==> src/tape_pkg.sv <==
package tape_pkg;

	// ----------------------------------------
	// widths
	localparam int word_bits      = 31;
	localparam int mem_addr_bits  = 12;
	localparam int block_bits     = 10;
	localparam int sram_addr_bits = 18;
	localparam int half_bits      = 16;
	localparam int slot_halfwords = 256; // halfwords owned by one block.

	typedef logic [word_bits-1:0]      word_t;      // sign in bit 30.
	typedef logic [mem_addr_bits-1:0]  mem_addr_t;
	typedef logic [block_bits-1:0]     block_t;
	typedef logic [sram_addr_bits-1:0] sram_addr_t;

	// ----------------------------------------
	// commands
	typedef enum logic [1:0] {
		op_ioc = 2'd0,
		op_in  = 2'd1,
		op_out = 2'd2
	} tape_op_e;

	typedef enum logic {
		st_idle,
		st_issue
	} cmd_state_e;

	typedef struct packed {
		tape_op_e    op;
		mem_addr_t   mem_addr;   // core start for in and out.
		logic        offset_neg;
		logic [11:0] offset_mag; // ioc step, zero rewinds.
	} tape_cmd_t;

	// ----------------------------------------
	// sram side, controls active low
	typedef struct packed {
		sram_addr_t           addr;
		logic [half_bits-1:0] wdata;
		logic                 drive; // pad enable, outside the top.
		logic                 cen;
		logic                 oen;
		logic                 wen;
	} sram_bus_t;

endpackage

==> src/tape_cmd_regs.sv <==
`timescale 1ns/1ps

module tape_cmd_regs (
	input  logic                clk,
	input  logic                reset,
	input  logic                cmd_valid,
	input  tape_pkg::tape_cmd_t cmd,
	input  logic                busy,
	output logic                cmd_reject,
	output logic                start_write,
	output logic                start_read,
	output logic                seek,
	output logic                seek_neg,
	output logic [11:0]         seek_mag,
	output tape_pkg::mem_addr_t start_addr
);
	import tape_pkg::*;

	cmd_state_e state;
	tape_cmd_t  held;
	logic       accept;

	// a command is taken only from idle with the engine quiet.
	assign accept = cmd_valid & ~busy & (state == st_idle);

	always_ff @(posedge clk) begin
		if (reset) begin
			state      <= st_idle;
			cmd_reject <= 1'b0;
		end else begin
			cmd_reject <= cmd_valid & ~accept;
			case (state)
				st_idle:
					if (accept)
						state <= st_issue;
				default:
					state <= st_idle; // one issue cycle only.
			endcase
		end
	end

	always_ff @(posedge clk) begin
		if (accept)
			held <= cmd;
	end

	// ----------------------------------------
	// decode
	always_comb begin
		start_write = 1'b0;
		start_read  = 1'b0;
		seek        = 1'b0;
		if (state == st_issue) begin
			case (held.op)
				op_out:  start_write = 1'b1;
				op_in:   start_read  = 1'b1;
				op_ioc:  seek        = 1'b1;
				default: seek        = 1'b0; // unused code, no pulse.
			endcase
		end
	end

	assign seek_neg   = held.offset_neg;
	assign seek_mag   = held.offset_mag;
	assign start_addr = held.mem_addr;

	// ----------------------------------------
	// checks
	a_quiet_when_busy: assert property (@(posedge clk) disable iff (reset)
		busy |-> !(start_write || start_read || seek));

endmodule

==> config.mk <==
export PLATFORM = sky130hd
export DESIGN_NAME = tape_cmd_regs
export DESIGN_NICKNAME = d
export VERILOG_FILES = /design/src/tape_pkg.sv /design/src/tape_cmd_regs.sv
export SDC_FILE = /design/constraint.sdc
export NUM_CORES = 1
export LEC_CHECK = 0
export ABC_AREA = 1
export BUFFER_PORTS_ARGS = -buffer_cell sky130_fd_sc_hd__buf_2
export CORE_MARGIN = 2
export CORE_UTILIZATION = 40
export CTS_BUF_LIST = sky130_fd_sc_hd__clkbuf_4 sky130_fd_sc_hd__clkbuf_8 sky130_fd_sc_hd__clkbuf_16
export DETAILED_ROUTE_END_ITERATION = 8
export GPL_ROUTABILITY_DRIVEN = 0
export PLACE_DENSITY = 0.73
export SLEW_MARGIN = 25
export SYNTH_ARGS = -nofsm -noshare
export SYNTH_HDL_FRONTEND = slang
export SYNTH_SLANG_ARGS = --single-unit
==> constraint.sdc <==
create_clock -name clk -period 1.6 [get_ports clk]
set_clock_uncertainty 0.1 [all_clocks]
set_input_delay 0.24 -clock clk [delete_from_list [all_inputs] [get_ports clk]]
set_output_delay 0.24 -clock clk [all_outputs]
set_load 0.005 [all_outputs]
== Word-level counts from Yosys, hierarchy flattened ==
Cells that the tools add are included.

* Bitwise gates (word level): 6
* Equal/unequal tests: 2
* Reductions and logical operators: 2
* Mux-type cells: 7

{| class="wikitable"
|+ Operator list
! kind !! count
|-
| 1-bit two-way mux || 7
|-
| 1-bit AND || 3
|-
| 1-bit NOT || 3
|-
| 2-bit by 1-bit == test with 1-bit output (second input constant) || 1
|-
| 2-bit == test (second input constant) || 1
|-
| 2-bit logical NOT || 1
|-
| 2-bit OR reduction || 1
|}

* Input port bits: 31
* Flip-flop bits (word level): 29
* Logic and storage cells: 23

== Logic depth before layout (Yosys ltp) ==
* Depth in word-level cells: 5
* Mapped depth: 3
* Depth with buffers taken out: 3

== Worst setup path before layout ==
No wires, ideal clock.

* Path type: flip-flop to flip-flop
* Start: register state
* End: register held[25] in the netlist's numbering, enable pin
* Setup slack: 0.102 ns
* Setup time: 0.382 ns
* Data arrival time: 1.016 ns
* Cell stages (with the launch flop): 4
* Path through: dfxtp_1 -> inv_2 -> nand3b_4 -> inv_1

* Cells in the longest elaborated chain, start to end: 2

{| class="wikitable"
|+ RTL lines
! element !! RTL line !! source
|-
| from (decl) || tape_cmd_regs.sv:19 || <nowiki>cmd_state_e state;</nowiki>
|-
| from (signal assigned) || tape_cmd_regs.sv:28 || <nowiki>state <= st_idle;</nowiki>
|-
| from (signal assigned) || tape_cmd_regs.sv:35 || <nowiki>state <= st_issue;</nowiki>
|-
| from (signal assigned) || tape_cmd_regs.sv:37 || <nowiki>state <= st_idle;</nowiki>
|-
| 1-bit NOT || n/a ||
|-
| 1-bit AND || tape_cmd_regs.sv:24 || <nowiki>assign accept = cmd_valid & ~busy & (state == st_idle);</nowiki>
|-
| net accept || tape_cmd_regs.sv:21 || <nowiki>logic accept;</nowiki>
|-
| to (signal assigned) || tape_cmd_regs.sv:44 || <nowiki>held <= cmd;</nowiki>
|-
| to (decl) || tape_cmd_regs.sv:20 || <nowiki>tape_cmd_t held;</nowiki>
|}

The timed path passes the listed nets, and every way through them passes these cells.
A chain may end at the register's enable or synchronous reset.

== Final worst setup path ==
* Start: register held[26] in the netlist's numbering
* End: output port start_read

* Cells in the longest elaborated chain, start to end: 3

{| class="wikitable"
|+ RTL lines
! element !! RTL line !! source
|-
| 2-bit by 1-bit == test with 1-bit output || tape_cmd_regs.sv:54 || <nowiki>case (held.op)</nowiki>
|-
| 1-bit two-way mux || tape_cmd_regs.sv:54 ||
|-
| 1-bit two-way mux || tape_cmd_regs.sv:53 || <nowiki>if (state == st_issue) begin</nowiki>
|-
| to (decl) || tape_cmd_regs.sv:11 || <nowiki>output logic start_read,</nowiki>
|}

No other way between the ends.

==> impl_metrics.csv <==
group,metric,value,unit
global_route,grt_pass1_vias,739,
floorplan,die_y,56.4,um
clock_tree,postCtsResizedCells,0,
run_status,status,"complete, no violations",
clock_tree,cts_tree,"built",
global_route,grt_max_degree,18,
sta,slew_headroom,84.9,%
drt,highest_layer,"met3",
floorplan,io-pin-count,60,
synth,ys_warn_count,0,
synth,netlist-cell-type-count,12,
sta,tightest_slew,224,ps
floorplan,die_area,3180,um2
placed_design,place_area,1270,um2
finish,final_area,1630,um2
synth,synth_top_area_cell,"edfxtp_1",
sta,fmax,697,MHz
finish,drive_gt1_share,52.6,%
drt,drt_iter0_drc,26,
global_route,overflow,0,
sta,setup_tns,0,ps
synth,ys_top_cells_by_area,"edfxtp_1 74%, buf_4 16%, dfxtp_1 3.6%",
clock_tree,clock-root-buffer,"clkbuf_4",
clock_tree,cts_hold_buf,28,
synth,synth-seq-cells,29,
synth,syn_inst,64,
finish,n_antenna_cell,0,
drt,wl_per_cell,12.7,um
global_route,grt_usage,15.6,%
drt,met3_length,263,um
clock_tree,h-tree-depth,2,
hold_path,hold_depth,3,
critical_path,critPathSlowestCell,"edfxtp_1",
critical_path,cp.arrival,1100,ps
placed_design,portBuffers,59,
finish,syn_to_final_growth,48.0,%
floorplan,core,2690,um2
drt,wl_met1,765,um
drt,postRouteAntennaNets,0,
drt,vias,694,
clock_tree,postCtsSetupRepairBufs,0,
sta,layout_min_cycle_time,1440,ps
critical_path,r2r_slack,350,ps
drt,wirelength,2.14,mm
critical_path,path_class,"reg -> out",
power_and_ir_drop,p_per_area,979,nW/um2
critical_path,startpoint_type,"register",
floorplan,rows,19,
sta,hold_violations,0,
critical_path,cp-end-kind,"primary output",
drt,wl_met2,1.11,mm
drt,via_per_inst,4.13,
global_route,grt_pass1_wl,3.43,mm
placed_design,place_hpwl,1.31,mm
critical_path,cp.required,1260,ps
finish,nFillCells,206,
global_route,antenna_found_initial,0,
synth,synth_area_per_cell,17.2,um2
hold_path,hold_path_class,"in -> reg",
finish,layout.nets,167,
clock_tree,clockBufferDepth,2,
clock_tree,clock_sinks,29,
power_and_ir_drop,max-vdd-ir-drop,0.00122,V
drt,drc,0,
critical_path,crit_chain,"inv_1 > nand2_1 > nor2_1 > buf_2",
sta,slew_violations,0,
floorplan,die_w,56.4,um
synth,netlist_area,1100,um2
critical_path,ff2ff_path_depth,4,
synth,synth_nets,95,
sta,period_share,89.7,%
run,max-cap-violations,0,
clock_tree,clk_pin_slew,80,ps
clock_tree,clock_latency,310,ps
floorplan,start_util,40.9,%
sta,grt_setup_unrepaired,"no",
power_and_ir_drop,power.leakage,0.713,nW
clock_tree,numCtsBuffers,5,
critical_path,max_stage_delay,400,ps
drt,drt-pass1-iter-count,2,
synth,ys_seq_area_share,77.4,%
synth,synth_top_area_share,73.7,%
critical_path,path_max_fanout,2,
sta,setup_viol,0,
## cells by family after synthesis
kind of cell	Yosys count	share of synthesized area [%]
flip-flops	29	77.4
buffers and inverters	27	17.4
AND/OR/NAND/NOR	7	4.78
AO/OA/AOI/OAI	1	0.455
## synthesized netlist by cell type
| cell | number |
|---|---|
| buf_4 | 24 |
| dfxtp_1 | 2 |
| edfxtp_1 | 27 |
| inv_1 | 2 |
| inv_2 | 1 |
| nand2_1 | 1 |
| nand3b_4 | 1 |
| nor2_1 | 2 |
| nor2_2 | 1 |
| nor3_1 | 1 |
| nor3_2 | 1 |
| o21ai_0 | 1 |
## layout by cell type (no fill, tap or decap), types with 2 or more instances in the layout
cell type / count
buf_2: 59
dlygate4sd3_1: 28
edfxtp_1: 27
clkbuf_4: 6
inv_1: 2
nor2_1: 2
dfxtp_1: 2
buf_4: 2
## critical path: cells and delay by family, from the launching register on
| family | cells | cell delay, ps |
|---|---|---|
| DFF | 1 | 400 |
| buffers and inverters | 2 | 230 |
| and+or+nand+nor | 2 | 160 |
## flip-flops by register name (all words and copies together), names as in the netlist
name / flops
seek_mag: 12
start_addr: 12
held: 2
cmd_reject: 1
seek_neg: 1
state: 1
## layout make-up
cell class                      instances  area (um2)  area share [%]
Sequential cell                        29         851            52.3
Timing Repair Buffer                   89         591            36.3
Multi-Input combinational cell          8        57.6            3.54
Inverter                                3        11.3           0.692
Tap cell                               31        38.8            2.38
Clock buffer                            6        45.0            2.77
Clock inverter                          2        33.8            2.08
## worst paths after layout
kind	end	startpoint
max	start_read	held[26]$_DFFE_PP_
min	state$_SDFF_PP0_	cmd_valid
max reg2reg	seek_mag[11]$_DFFE_PP_	state$_SDFF_PP0_
min reg2reg	state$_SDFF_PP0_	state$_SDFF_PP0_
## layer usage
layer	vias up	GRT usage, %
li1	342	-
met4	0	6.12
met3	0	11.8
met5	-	0
met2	44	23.6
met1	308	16.4
## metrics by stage
stage               power (mW)  instances  worst slack (ps)  hold slack [ps]  utilization (%)
floorplan                0.946         64               102              207                -
global placement         0.982        132               390              316             47.2
detailed placement       0.987        132               369              318             47.2
CTS                       1.62        168               135             62.4             60.6
global route              1.68        168              53.0             69.1             60.6
finish                    1.59        168               165             98.1             60.6
## where the power goes
| part | switching (mW) | internal [mW] | leakage [nW] |
|---|---|---|---|
| clock | 0.228 | 0.342 | 0.0433 |
| sequential | 0.00828 | 0.865 | 0.269 |
| combinational | 0.0545 | 0.0951 | 0.401 |
(Power assumes the default switching activity.)
