`src/tape_pkg.sv`:
```
package tape_pkg;

	// ----------------------------------------
	// widths
	localparam int word_bits      = 31;
	localparam int mem_addr_bits  = 12;
	localparam int block_bits     = 10;
	localparam int sram_addr_bits = 18;
	localparam int half_bits      = 16;
	localparam int slot_halfwords = 256; // halfwords owned by one block.

	typedef logic [word_bits-1:0]      word_t;      // sign in bit 30.
	typedef logic [mem_addr_bits-1:0]  mem_addr_t;
	typedef logic [block_bits-1:0]     block_t;
	typedef logic [sram_addr_bits-1:0] sram_addr_t;

	// ----------------------------------------
	// commands
	typedef enum logic [1:0] {
		op_ioc = 2'd0,
		op_in  = 2'd1,
		op_out = 2'd2
	} tape_op_e;

	typedef enum logic {
		st_idle,
		st_issue
	} cmd_state_e;

	typedef struct packed {
		tape_op_e    op;
		mem_addr_t   mem_addr;   // core start for in and out.
		logic        offset_neg;
		logic [11:0] offset_mag; // ioc step, zero rewinds.
	} tape_cmd_t;

	// ----------------------------------------
	// sram side, controls active low
	typedef struct packed {
		sram_addr_t           addr;
		logic [half_bits-1:0] wdata;
		logic                 drive; // pad enable, outside the top.
		logic                 cen;
		logic                 oen;
		logic                 wen;
	} sram_bus_t;

endpackage

```
`src/tape_transfer.sv`:
```
`timescale 1ns/1ps

module tape_transfer #(
	parameter int block_words = 100
) (
	input  logic                clk,
	input  logic                reset,
	input  logic                start_write,
	input  logic                start_read,
	input  tape_pkg::mem_addr_t start_addr,
	input  logic                seek,
	input  logic                seek_neg,
	input  logic [11:0]         seek_mag,
	input  tape_pkg::word_t     mem_rdata,
	input  logic [15:0]         sram_rdata,
	output logic                busy,
	output logic                done,
	output tape_pkg::block_t    position,
	output tape_pkg::mem_addr_t mem_addr,
	output logic                mem_rd,
	output logic                mem_we,
	output tape_pkg::word_t     mem_wdata,
	output tape_pkg::sram_bus_t sram
);
	import tape_pkg::*;

	localparam logic [7:0] last_half = 8'(2 * block_words - 1);

	if (2 * block_words > slot_halfwords) begin : g_size_check
		$error("block_words does not fit one slot");
	end

	logic                 write_mode;
	logic                 read_mode;
	logic [1:0]           phase;
	sram_addr_t           half_addr;
	mem_addr_t            core_addr;
	word_t                hold;
	logic                 wen_q;
	logic                 we_q;
	logic                 last;
	logic [half_bits-1:0] wdata;

	assign busy = write_mode | read_mode;
	assign last = busy && (phase == 2'd3) && (half_addr[7:0] == last_half);
	assign done = last;

	// ----------------------------------------
	// block position
	always_ff @(posedge clk) begin
		if (reset)
			position <= '0;
		else if (seek && seek_mag == '0)
			position <= '0; // rewind.
		else if (seek && seek_neg)
			position <= position - block_t'(seek_mag);
		else if (seek)
			position <= position + block_t'(seek_mag);
		else if (done)
			position <= position + 1'b1;
	end

	// ----------------------------------------
	// mode flags and phase
	always_ff @(posedge clk) begin
		if (reset) begin
			write_mode <= 1'b0;
			read_mode  <= 1'b0;
			phase      <= 2'd0;
			wen_q      <= 1'b1;
			we_q       <= 1'b0;
		end else begin
			if (start_write)
				write_mode <= 1'b1;
			else if (last)
				write_mode <= 1'b0;

			if (start_read)
				read_mode <= 1'b1;
			else if (last)
				read_mode <= 1'b0;

			if (start_write || start_read)
				phase <= 2'd0;
			else if (busy)
				phase <= phase + 2'd1;

			// strobe low in the even phases that follow.
			wen_q <= ~(start_write | (write_mode & phase[0] & ~last));
			we_q  <= read_mode & (phase == 2'd2);
		end
	end

	// ----------------------------------------
	// addresses
	always_ff @(posedge clk) begin
		if (start_write || start_read) begin
			half_addr <= sram_addr_t'(position) * sram_addr_t'(slot_halfwords);
			core_addr <= start_addr;
		end else begin
			if (busy && phase[0] && !last)
				half_addr <= half_addr + 1'b1; // after phases 1 and 3.
			if ((write_mode && phase == 2'd2) || (read_mode && phase == 2'd3))
				core_addr <= core_addr + 1'b1;
		end
	end

	// word held for the high half on write, assembled on read.
	always_ff @(posedge clk) begin
		if (write_mode && phase == 2'd0)
			hold <= mem_rdata;
		else if (read_mode && phase == 2'd0)
			hold[15:0] <= sram_rdata;
		else if (read_mode && phase == 2'd2)
			hold[30:16] <= sram_rdata[14:0];
	end

	// next core word arrives for phase 0.
	assign mem_rd    = start_write | (write_mode & (phase == 2'd3) & ~last);
	assign mem_addr  = start_write ? start_addr : core_addr;
	assign mem_we    = we_q;
	assign mem_wdata = hold;

	always_comb begin
		case (phase)
			2'd0:    wdata = mem_rdata[15:0];
			2'd1:    wdata = hold[15:0];
			default: wdata = {1'b0, hold[30:16]}; // sign and bits 29..16.
		endcase
	end

	always_comb begin
		sram.addr  = half_addr;
		sram.wdata = wdata;
		sram.drive = write_mode;
		sram.cen   = ~busy;
		sram.oen   = ~read_mode;
		sram.wen   = wen_q;
	end

	// ----------------------------------------
	// checks
	a_wen_strobe: assert property (@(posedge clk) disable iff (reset)
		!sram.wen |-> write_mode ##1 sram.wen);

	a_drive_write: assert property (@(posedge clk) disable iff (reset)
		sram.drive |-> write_mode && sram.oen);

	a_in_slot: assert property (@(posedge clk) disable iff (reset)
		busy |-> half_addr[17:8] == position);

endmodule

```
`config.mk`:
```
export PLATFORM = sky130hd
export DESIGN_NAME = tape_transfer
export DESIGN_NICKNAME = d
export VERILOG_FILES = /design/src/tape_pkg.sv /design/src/tape_transfer.sv
export SDC_FILE = /design/constraint.sdc
export NUM_CORES = 1
export LEC_CHECK = 0
export BUFFER_PORTS_ARGS = -buffer_cell sky130_fd_sc_hd__buf_2
export CORE_MARGIN = 2
export CORE_UTILIZATION = 50
export CTS_CLUSTER_DIAMETER = 80
export DETAILED_ROUTE_END_ITERATION = 6
export HOLD_SLACK_MARGIN = 0.12
export PLACE_DENSITY = 0.81
export SYNTH_ARGS = -nofsm -noshare
export SYNTH_HDL_FRONTEND = slang
export SYNTH_SLANG_ARGS = --single-unit
```
`constraint.sdc`:
```
create_clock -name clk -period 3.5 [get_ports clk]
set_clock_uncertainty 0.1 [all_clocks]
set_input_delay 0.175 -clock clk [delete_from_list [all_inputs] [get_ports clk]]
set_output_delay 0.175 -clock clk [all_outputs]
set_load 0.005 [all_outputs]
```
; Yosys cells after proc, flatten, opt, wreduce, memory -nomap -nowiden
; Index checks and enable logic that the tools add are counted.
; W data, S select, Z words.
[word_totals]
memories = 0
input_bits = 77
regBits = 77
output_inout_bits = 95
latch_bits = 0
ramBits = 0
rom_bits = 0
wordCells = 76
[op_classes]
bitwise_logic = 12
n_shift = 0
eq_ne = 5
reduce_logical = 26
add_sub_neg = 6
div_mod_pow = 0
n_mul = 0
muxes = 16
order_cmp = 0
[op_table]
columns = op, n
row1 = $mux W12, 3
row2 = $mux W18, 2
row3 = $pmux W16 S2, 1
row4 = $mux W31, 1
row5 = $mux W10, 3
row6 = $mux W15, 2
row7 = $add A18 B1 Y18 const B, 1
row8 = $mux W16, 1
row9 = $add A12 B1 Y12 const B, 1
row10 = $logic_not A12 Y1, 1
row11 = $reduce_bool A2 Y1, 6
row12 = $logic_and A1 B1 Y1, 11
row13 = $add A10 B1 Y10 const B, 1
row14 = $add A10 B10 Y10, 1
row15 = $sub A10 B10 Y10, 1
row16 = $eq A8 B8 Y1 const B, 1
row17 = $and A1 B1 Y1, 5
row18 = $eq A2 B2 Y1 const B, 2
row19 = $not A1 Y1, 4
row20 = $reduce_or A2 Y1, 2
row21 = $mux W1, 3
row22 = $or A1 B1 Y1, 3
row23 = $reduce_bool A3 Y1, 1
row24 = $add A2 B1 Y2 const B, 1
row25 = other kinds (6), 7

; Depth between registers and ports, before layout
; Gate-level depths: netlist (run 1).
[depth]
ltp_word = 7
depth_mapped = 15
ltp_nobuf = 14

; Worst setup path before layout (run 1)
; Ideal clock, no wire load.
[synth_timing]
kind = input -> register
from = input seek
to = register position[9]
setup_time_ps = 60
path_slack_ps = 651
cell_stages = 15
n_path_buf = 1
t_required_ps = 3340
t_arrival_ps = 2689
path_cell_list = clkbuf_1 -> nor2b_1 -> ha_1 -> inv_1 -> nor3_1 -> o21ai_0 -> o21ai_0 -> nand2_1 -> ha_1 -> a21oi_1 -> and2_1 -> a21oi_1 -> or3_1 -> a311o_1 -> nand2_1
[synth_via]
elab_chain_cells = 2
word_cells_on_any_way = 6
classes_between = 2 x mux / 4 x reduce/logical
[synth_rtl]
columns = item, line
row1 = start: declaration, tape_transfer.sv:11  ; input logic seek,
row2 = "$mux W10, or another cell as far along", tape_transfer.sv:57  ; else if (seek)
row3 = "$mux W10, or another cell as far along", tape_transfer.sv:55  ; else if (seek && seek_neg)
row4 = end signal: assignment, tape_transfer.sv:56  ; position <= position - block_t'(seek_mag);
row5 = end signal: assignment, tape_transfer.sv:58  ; position <= position + block_t'(seek_mag);
row6 = end signal: assignment, tape_transfer.sv:60  ; position <= position + 1'b1;
row7 = end: declaration, tape_transfer.sv:18  ; output tape_pkg::block_t position,
; Parallel ways exist; a longest one is shown, timed or not.
; A chain may end at the register's enable or synchronous reset.

; Worst setup path after layout (run 1)
[layout_timing]
from = register phase[0]
to = register hold[2], in the netlist mem_wdata[2], data pin
[layout_via]
elab_chain_cells = 3
[layout_rtl]
columns = item, line
row1 = start: declaration, tape_transfer.sv:35  ; logic [1:0] phase;
row2 = start signal: assignment, tape_transfer.sv:86  ; phase <= phase + 2'd1;
row3 = $logic_not A2 Y1, tape_transfer.sv:110  ; if (write_mode && phase == 2'd0)
row4 = $logic_and A1 B1 Y1, tape_transfer.sv:110
row5 = $mux W31, tape_transfer.sv:110
row6 = end signal: assignment, tape_transfer.sv:111  ; hold <= mem_rdata;
row7 = end signal: assignment, tape_transfer.sv:113  ; hold[15:0] <= sram_rdata;
row8 = end: declaration, tape_transfer.sv:38  ; word_t hold;
; No other way between the ends.

==> flow_summary.yaml, run 1 <==
final_layout:
  antenna_cells: 0
  area_growth_pct: 41.5
  most-common-layout-cells: "171 x buf_2, 168 x nand2_1, 77 x dlygate4sd3_1"
  drive_gt1_frac: 0.269
  fin_nets: 863
  layout.cells.most_common: "buf_2"
  fin_area_um2: 6510
worst_setup_path:
  crit_fanout: 31
  cp.arrival_ps: 3280
  worstSetupPathType: "flop to flop"
  cp-start-kind: "flop"
  cp_common_cell: "nand2_1"
  critPathMaxStageDelay_ps: 910
  cp.required_ps: 3590
  worstSetupEndpointType: "flop"
  crit_slowest_cell: "and2_1"
  reg2reg_slack_ps: 310
  crit_chain: "inv_1 > ha_1 > buf_4 > and2_1 > nand2_1 > nand2_1 > dlygate4sd3_1"
placed_design:
  io_buffers: 171
  gp_congestion: 0.920
  dp_hpwl_um: 9140
  place_area_um2: 5510
detailed_routing:
  num_vias: 4917
  wire_per_inst_um: 16.1
  post-route-drc-count: 0
  via_per_inst: 5.56
  wirelength_um: 14200
  first_pass_iters: 5
  drt_iter0_drc: 260
  ant_nets: 0
pwr:
  leakage_nw: 2.95
  internal_power_w: 0.00185
  vdd_drop_max_v: 0.000212
  pwr-share-comb: 0.237
  power_density_nw_per_um2: 391
  swShare: 0.274
  power.switching_w: 0.000697
  seqPwrFrac: 0.452
  pwr-share-clk: 0.311
run_status:
  run_status: "finished clean"
sta:
  worstMarginPinSlew_ps: 1170
  finalCritPeriodShare: 0.911
  tns_ps: 0
  setup_viol: 0
  drv_slew: 0
  fin_crit_ps: 3190
  fmax_mhz: 314
  hold_viol: 0
  rsz0062_at_grt: "no"
  relSlewSlack: 0.216
clock_network:
  cts.path.max_buffers: 2
  clkSinkCount: 77
  insertion_delay_ps: 350
  clock-root-buffer: "clkbuf_8"
  clkSlewWorstSetupHoldPaths_ps: 80
  htreeDepth: 3
  tritoncts: "built"
  cts_buffers: 9
  cts_resized: 0
yosys:
  synth_edf_count: 53
  synthesis.nets: 627
  postSynthAreaPerCell_um2: 8.63
  synthFlopType: "edfxtp_1"
  synth-async-reset-ratio: 0
  synth_warnings: 0
  synth_area_um2: 4600
  ys_ff_latch: 77
  synth-seq-area-share: 0.450
  synth_cell_types: 53
  synthCells: 533
floorplan:
  io_pins: 172
  die_area_um2: 9990
  num_rows: 35
  die_h_um: 99.9
  die_w_um: 99.9
  coreArea_um2: 9060
  start_util: 0.508
global_route:
  grt_max_degree: 43
  antenna_found_initial: 0
  grt_pass1_vias: 4681
  globalRoute.totalOverflow: 0
  grtUsageTotal: 0.279
  grt_pass1_wl_um: 22200
flow_run:
  cap_violations: 0
hold_path:
  worstHoldPathType: "input pin to flop"
[flip-flops by register name (all words and copies together), names as in the netlist]
| register | count |
|---|---|
| mem_we | 1 |
| position | 10 |
| write_mode | 1 |
| wen_q | 1 |
| core_addr | 12 |
| mem_wdata | 31 |
| read_mode | 1 |
| phase | 2 |
| half_addr | 18 |
[power by group through the flow]
stage	clock network, W	registers (W)	logic [W]
after floorplan	0	0.00115	0.000283
after CTS	0.000792	0.00115	0.000587
after global routing	0.000828	0.00116	0.000667
final	0.000791	0.00115	0.000604
after detailed placement	0	0.00117	0.000494
after global placement	0	0.00116	0.000483
[final timing paths]
kind	start	to	depth (start not counted)
setup / recovery	phase[0]	mem_wdata[2]	7
hold / removal	seek_mag[0]	position[0]	5
setup reg to reg	phase[0]	mem_wdata[2]	7
hold reg to reg	half_addr[1]	half_addr[1]	2
[what timing repair did]
action | CTS | global route
buffers inserted | 0 | 0
setup endpoints to repair | 0 | 0
hold endpoints to repair | 49 | 0
hold buffers | 77 | 0
[cells in the mapped netlist (3+ instances only)]
master      n  area, um^2
nand2_1   168         631
and3_1      3        18.8
or3_1       4        25.0
or2_2       4        25.0
xor2_1     13         114
nor2b_1     4        25.0
a21oi_1    18        90.1
mux2_2     11         124
nand3_1    18        90.1
nand4_1     7        43.8
edfxtp_1   53        1590
a22oi_1    15         113
xnor2_1    20         175
nor3_1     13        65.1
clkbuf_1   21        78.8
nor4_1      3        18.8
inv_1      11        41.3
o21ai_0    34         170
o21a_1      3        22.5
nor2_1     28         105
ha_1       16         200
dfxtp_1    24         480
and2_1      5        31.3
[worst max-delay path, delay by kind of cell (launching register included)]
family	cells	cell delay (ps)
and+or+nand+nor	3	1160
buffers and inverters	3	1000
adders and majority gates	1	410
DFF	1	370
[routing by layer]
layer	up-vias	global-route usage	share of wire
met4	0	0.136	0.038
met1	2312	0.332	0.40
li1	2335	-	-
met2	219	0.493	0.50
met5	-	0	0
met3	51	0.0446	0.062
[layout make-up]
type	count	area [um^2]
Clock buffer	11	131
Clock inverter	5	98.8
Fill cell	656	2550
Inverter	12	45.0
Multi-Input combinational cell	419	2380
Sequential cell	77	2070
Tap cell	111	139
Timing Repair Buffer	250	1640
[stage by stage]
step / worst slack [ps] / total power, W / hold WS [ps] / util / std cells
after detailed placement: 410 / 0.00166 / 320 / 0.608 / 792
after CTS: 421 / 0.00252 / 181 / 0.718 / 885
after floorplan: 651 / 0.00144 / 147 / - / 533
after global routing: 82.4 / 0.00265 / 208 / 0.718 / 885
final: 312 / 0.00254 / 193 / 0.718 / 885
after global placement: 499 / 0.00164 / 309 / 0.608 / 792
[kinds of logic after synthesis]
group | Yosys count | share of synthesized area
buffers and inverters | 37 | 0.0318
AOI/OAI and AO/OA | 89 | 0.122
xor gates and xnor gates | 33 | 0.0628
and+or+nand+nor | 267 | 0.254
adders and majority gates | 17 | 0.0479
DFF | 77 | 0.450
muxes | 13 | 0.0313
Power figures use the tool's default switching activity.
==> inputs of run 2 (changes only) <==
==> constraint.sdc (replaced) <==
create_clock -name clk -period 3.44 [get_ports clk]
set_clock_uncertainty 0.1 [all_clocks]
set_input_delay 0.344 -clock clk [delete_from_list [all_inputs] [get_ports clk]]
set_output_delay 0.344 -clock clk [all_outputs]
set_load 0.005 [all_outputs]
==> run 2 against run 1 <==
Effect of this change:
- flip-flop and latch count unchanged
- combinational power decreased by 16%
- critical endpoint is now sram[18]
- non-clock buffer count decreased by 76
- utilization decreased by 8.3 points
- sequential power about the same
- register-to-register slack improved by 680 ps
- largest cell class unchanged
- die area unchanged
- design area decreased by 12%
- clock-buffer cell count decreased by 2
==> flow_summary.yaml, run 2 (synthesis results as in run 1) <==
run_status:
  run_status: "finished clean"
placed_design:
  dp_slack_ps: 169
  dp_hpwl_um: 9230
  io_buffers: 171
  gp_congestion: 0.921
clock_network:
  insertion_delay_ps: 350
  tritoncts: "built"
  clkSlewWorstSetupHoldPaths_ps: 70
  cts_buffers: 9
  cts.path.max_buffers: 2
  clock-root-buffer: "clkbuf_8"
  htreeDepth: 3
  post_cts_buffers: 0
  clkSinkCount: 77
  holdBufCountCts: 0
  cts_resized: 0
pwr:
  leakage_nw: 2.63
  vdd_drop_max_v: 0.000192
  power_density_nw_per_um2: 433
global_route:
  grt_pass1_vias: 4199
  grt_pass1_wl_um: 19200
  grtUsageTotal: 0.237
  antenna_found_initial: 0
  grt_max_degree: 43
  globalRoute.totalOverflow: 0
detailed_routing:
  via_per_inst: 5.57
  drt_iter0_drc: 197
  wire_per_inst_um: 15.2
  post-route-drc-count: 0
  wirelength_um: 12300
  ant_nets: 0
  first_pass_iters: 5
  num_vias: 4505
final_layout:
  largest_reg_flops: 31
  most-common-layout-cells: "171 x buf_2, 168 x nand2_1, 53 x edfxtp_1"
  fin_nets: 787
  drive_gt1_frac: 0.302
  area_growth_pct: 25.1
  antenna_cells: 0
  layout.cells.most_common: "buf_2"
floorplan:
  start_util: 0.508
  die_area_um2: 9990
  die_h_um: 99.9
  die_w_um: 99.9
  coreArea_um2: 9060
  io_pins: 172
  num_rows: 35
sta:
  worstMarginPinSlew_ps: 1090
  fin_crit_ps: 3150
  tns_ps: 0
  relSlewSlack: 0.271
  fmax_mhz: 317
  setup_ws_ps: 286
  setup_viol: 0
  drv_slew: 0
  hold_viol: 0
  rsz0062_at_grt: "no"
  finalCritPeriodShare: 0.917
worst_setup_path:
  crit_fanout: 21
  worstSetupEndpointType: "primary output"
  worstSetupPathType: "flop to primary output"
  cp.arrival_ps: 2710
  cp-start-kind: "flop"
  cp.required_ps: 3000
flow_run:
  cap_violations: 0
hold_path:
  worstHoldPathType: "input pin to flop"
==> run 2: routing by layer <==
| layer | global-route usage | share of wire | vias up |
|---|---|---|---|
| li1 | - | - | 2186 |
| met1 | 0.293 | 0.42 | 2103 |
| met2 | 0.404 | 0.49 | 180 |
| met3 | 0.0369 | 0.064 | 36 |
| met4 | 0.120 | 0.027 | 0 |
| met5 | 0 | 0 | - |
==> run 2: power by group <==
part / internal [W] / switching [W]
clock: 0.000478 / 0.000337
sequential: 0.00109 / 0.0000749
combinational: 0.000232 / 0.000276
==> run 2: final timing paths <==
kind | depth (start not counted) | endpoint | start | slack (ps)
hold reg to reg | 2 | half_addr[1] | half_addr[1] | 410
hold / removal | 3 | read_mode | start_read | 150
setup reg to reg | 6 | half_addr[10] | phase[0] | 990
setup / recovery | 6 | sram[18] | phase[0] | 290
==> run 2: final cells by class <==
class / count / area (um^2)
tap: 111 / 139
clock buffer: 9 / 124
inverter: 12 / 45.0
timing repair buffer: 174 / 878
multi-input combinational: 419 / 2380
sequential: 77 / 2070
fill: 798 / 3310
clock inverter: 7 / 114
==> run 2: critical path: stages (launching register included) <==
cell,delay (ps)
dfxtp_1,430
inv_1,120
ha_1,490
nor2_1,950
nand2_1,150
nand2_1,110
buf_2,110
==> run 2: per-stage QoR <==
step                cells  utilization  power (W)  hold WS, ps  cell area [um^2]
CTS                   809        0.635    0.00250          141              5760
finish                809        0.635    0.00249          155              5760
global route          809        0.635    0.00259          168              5760
floorplan             533            -    0.00146          316              4600
detailed placement    793        0.609    0.00169          391              5520
global placement      793        0.609    0.00167          378              5520
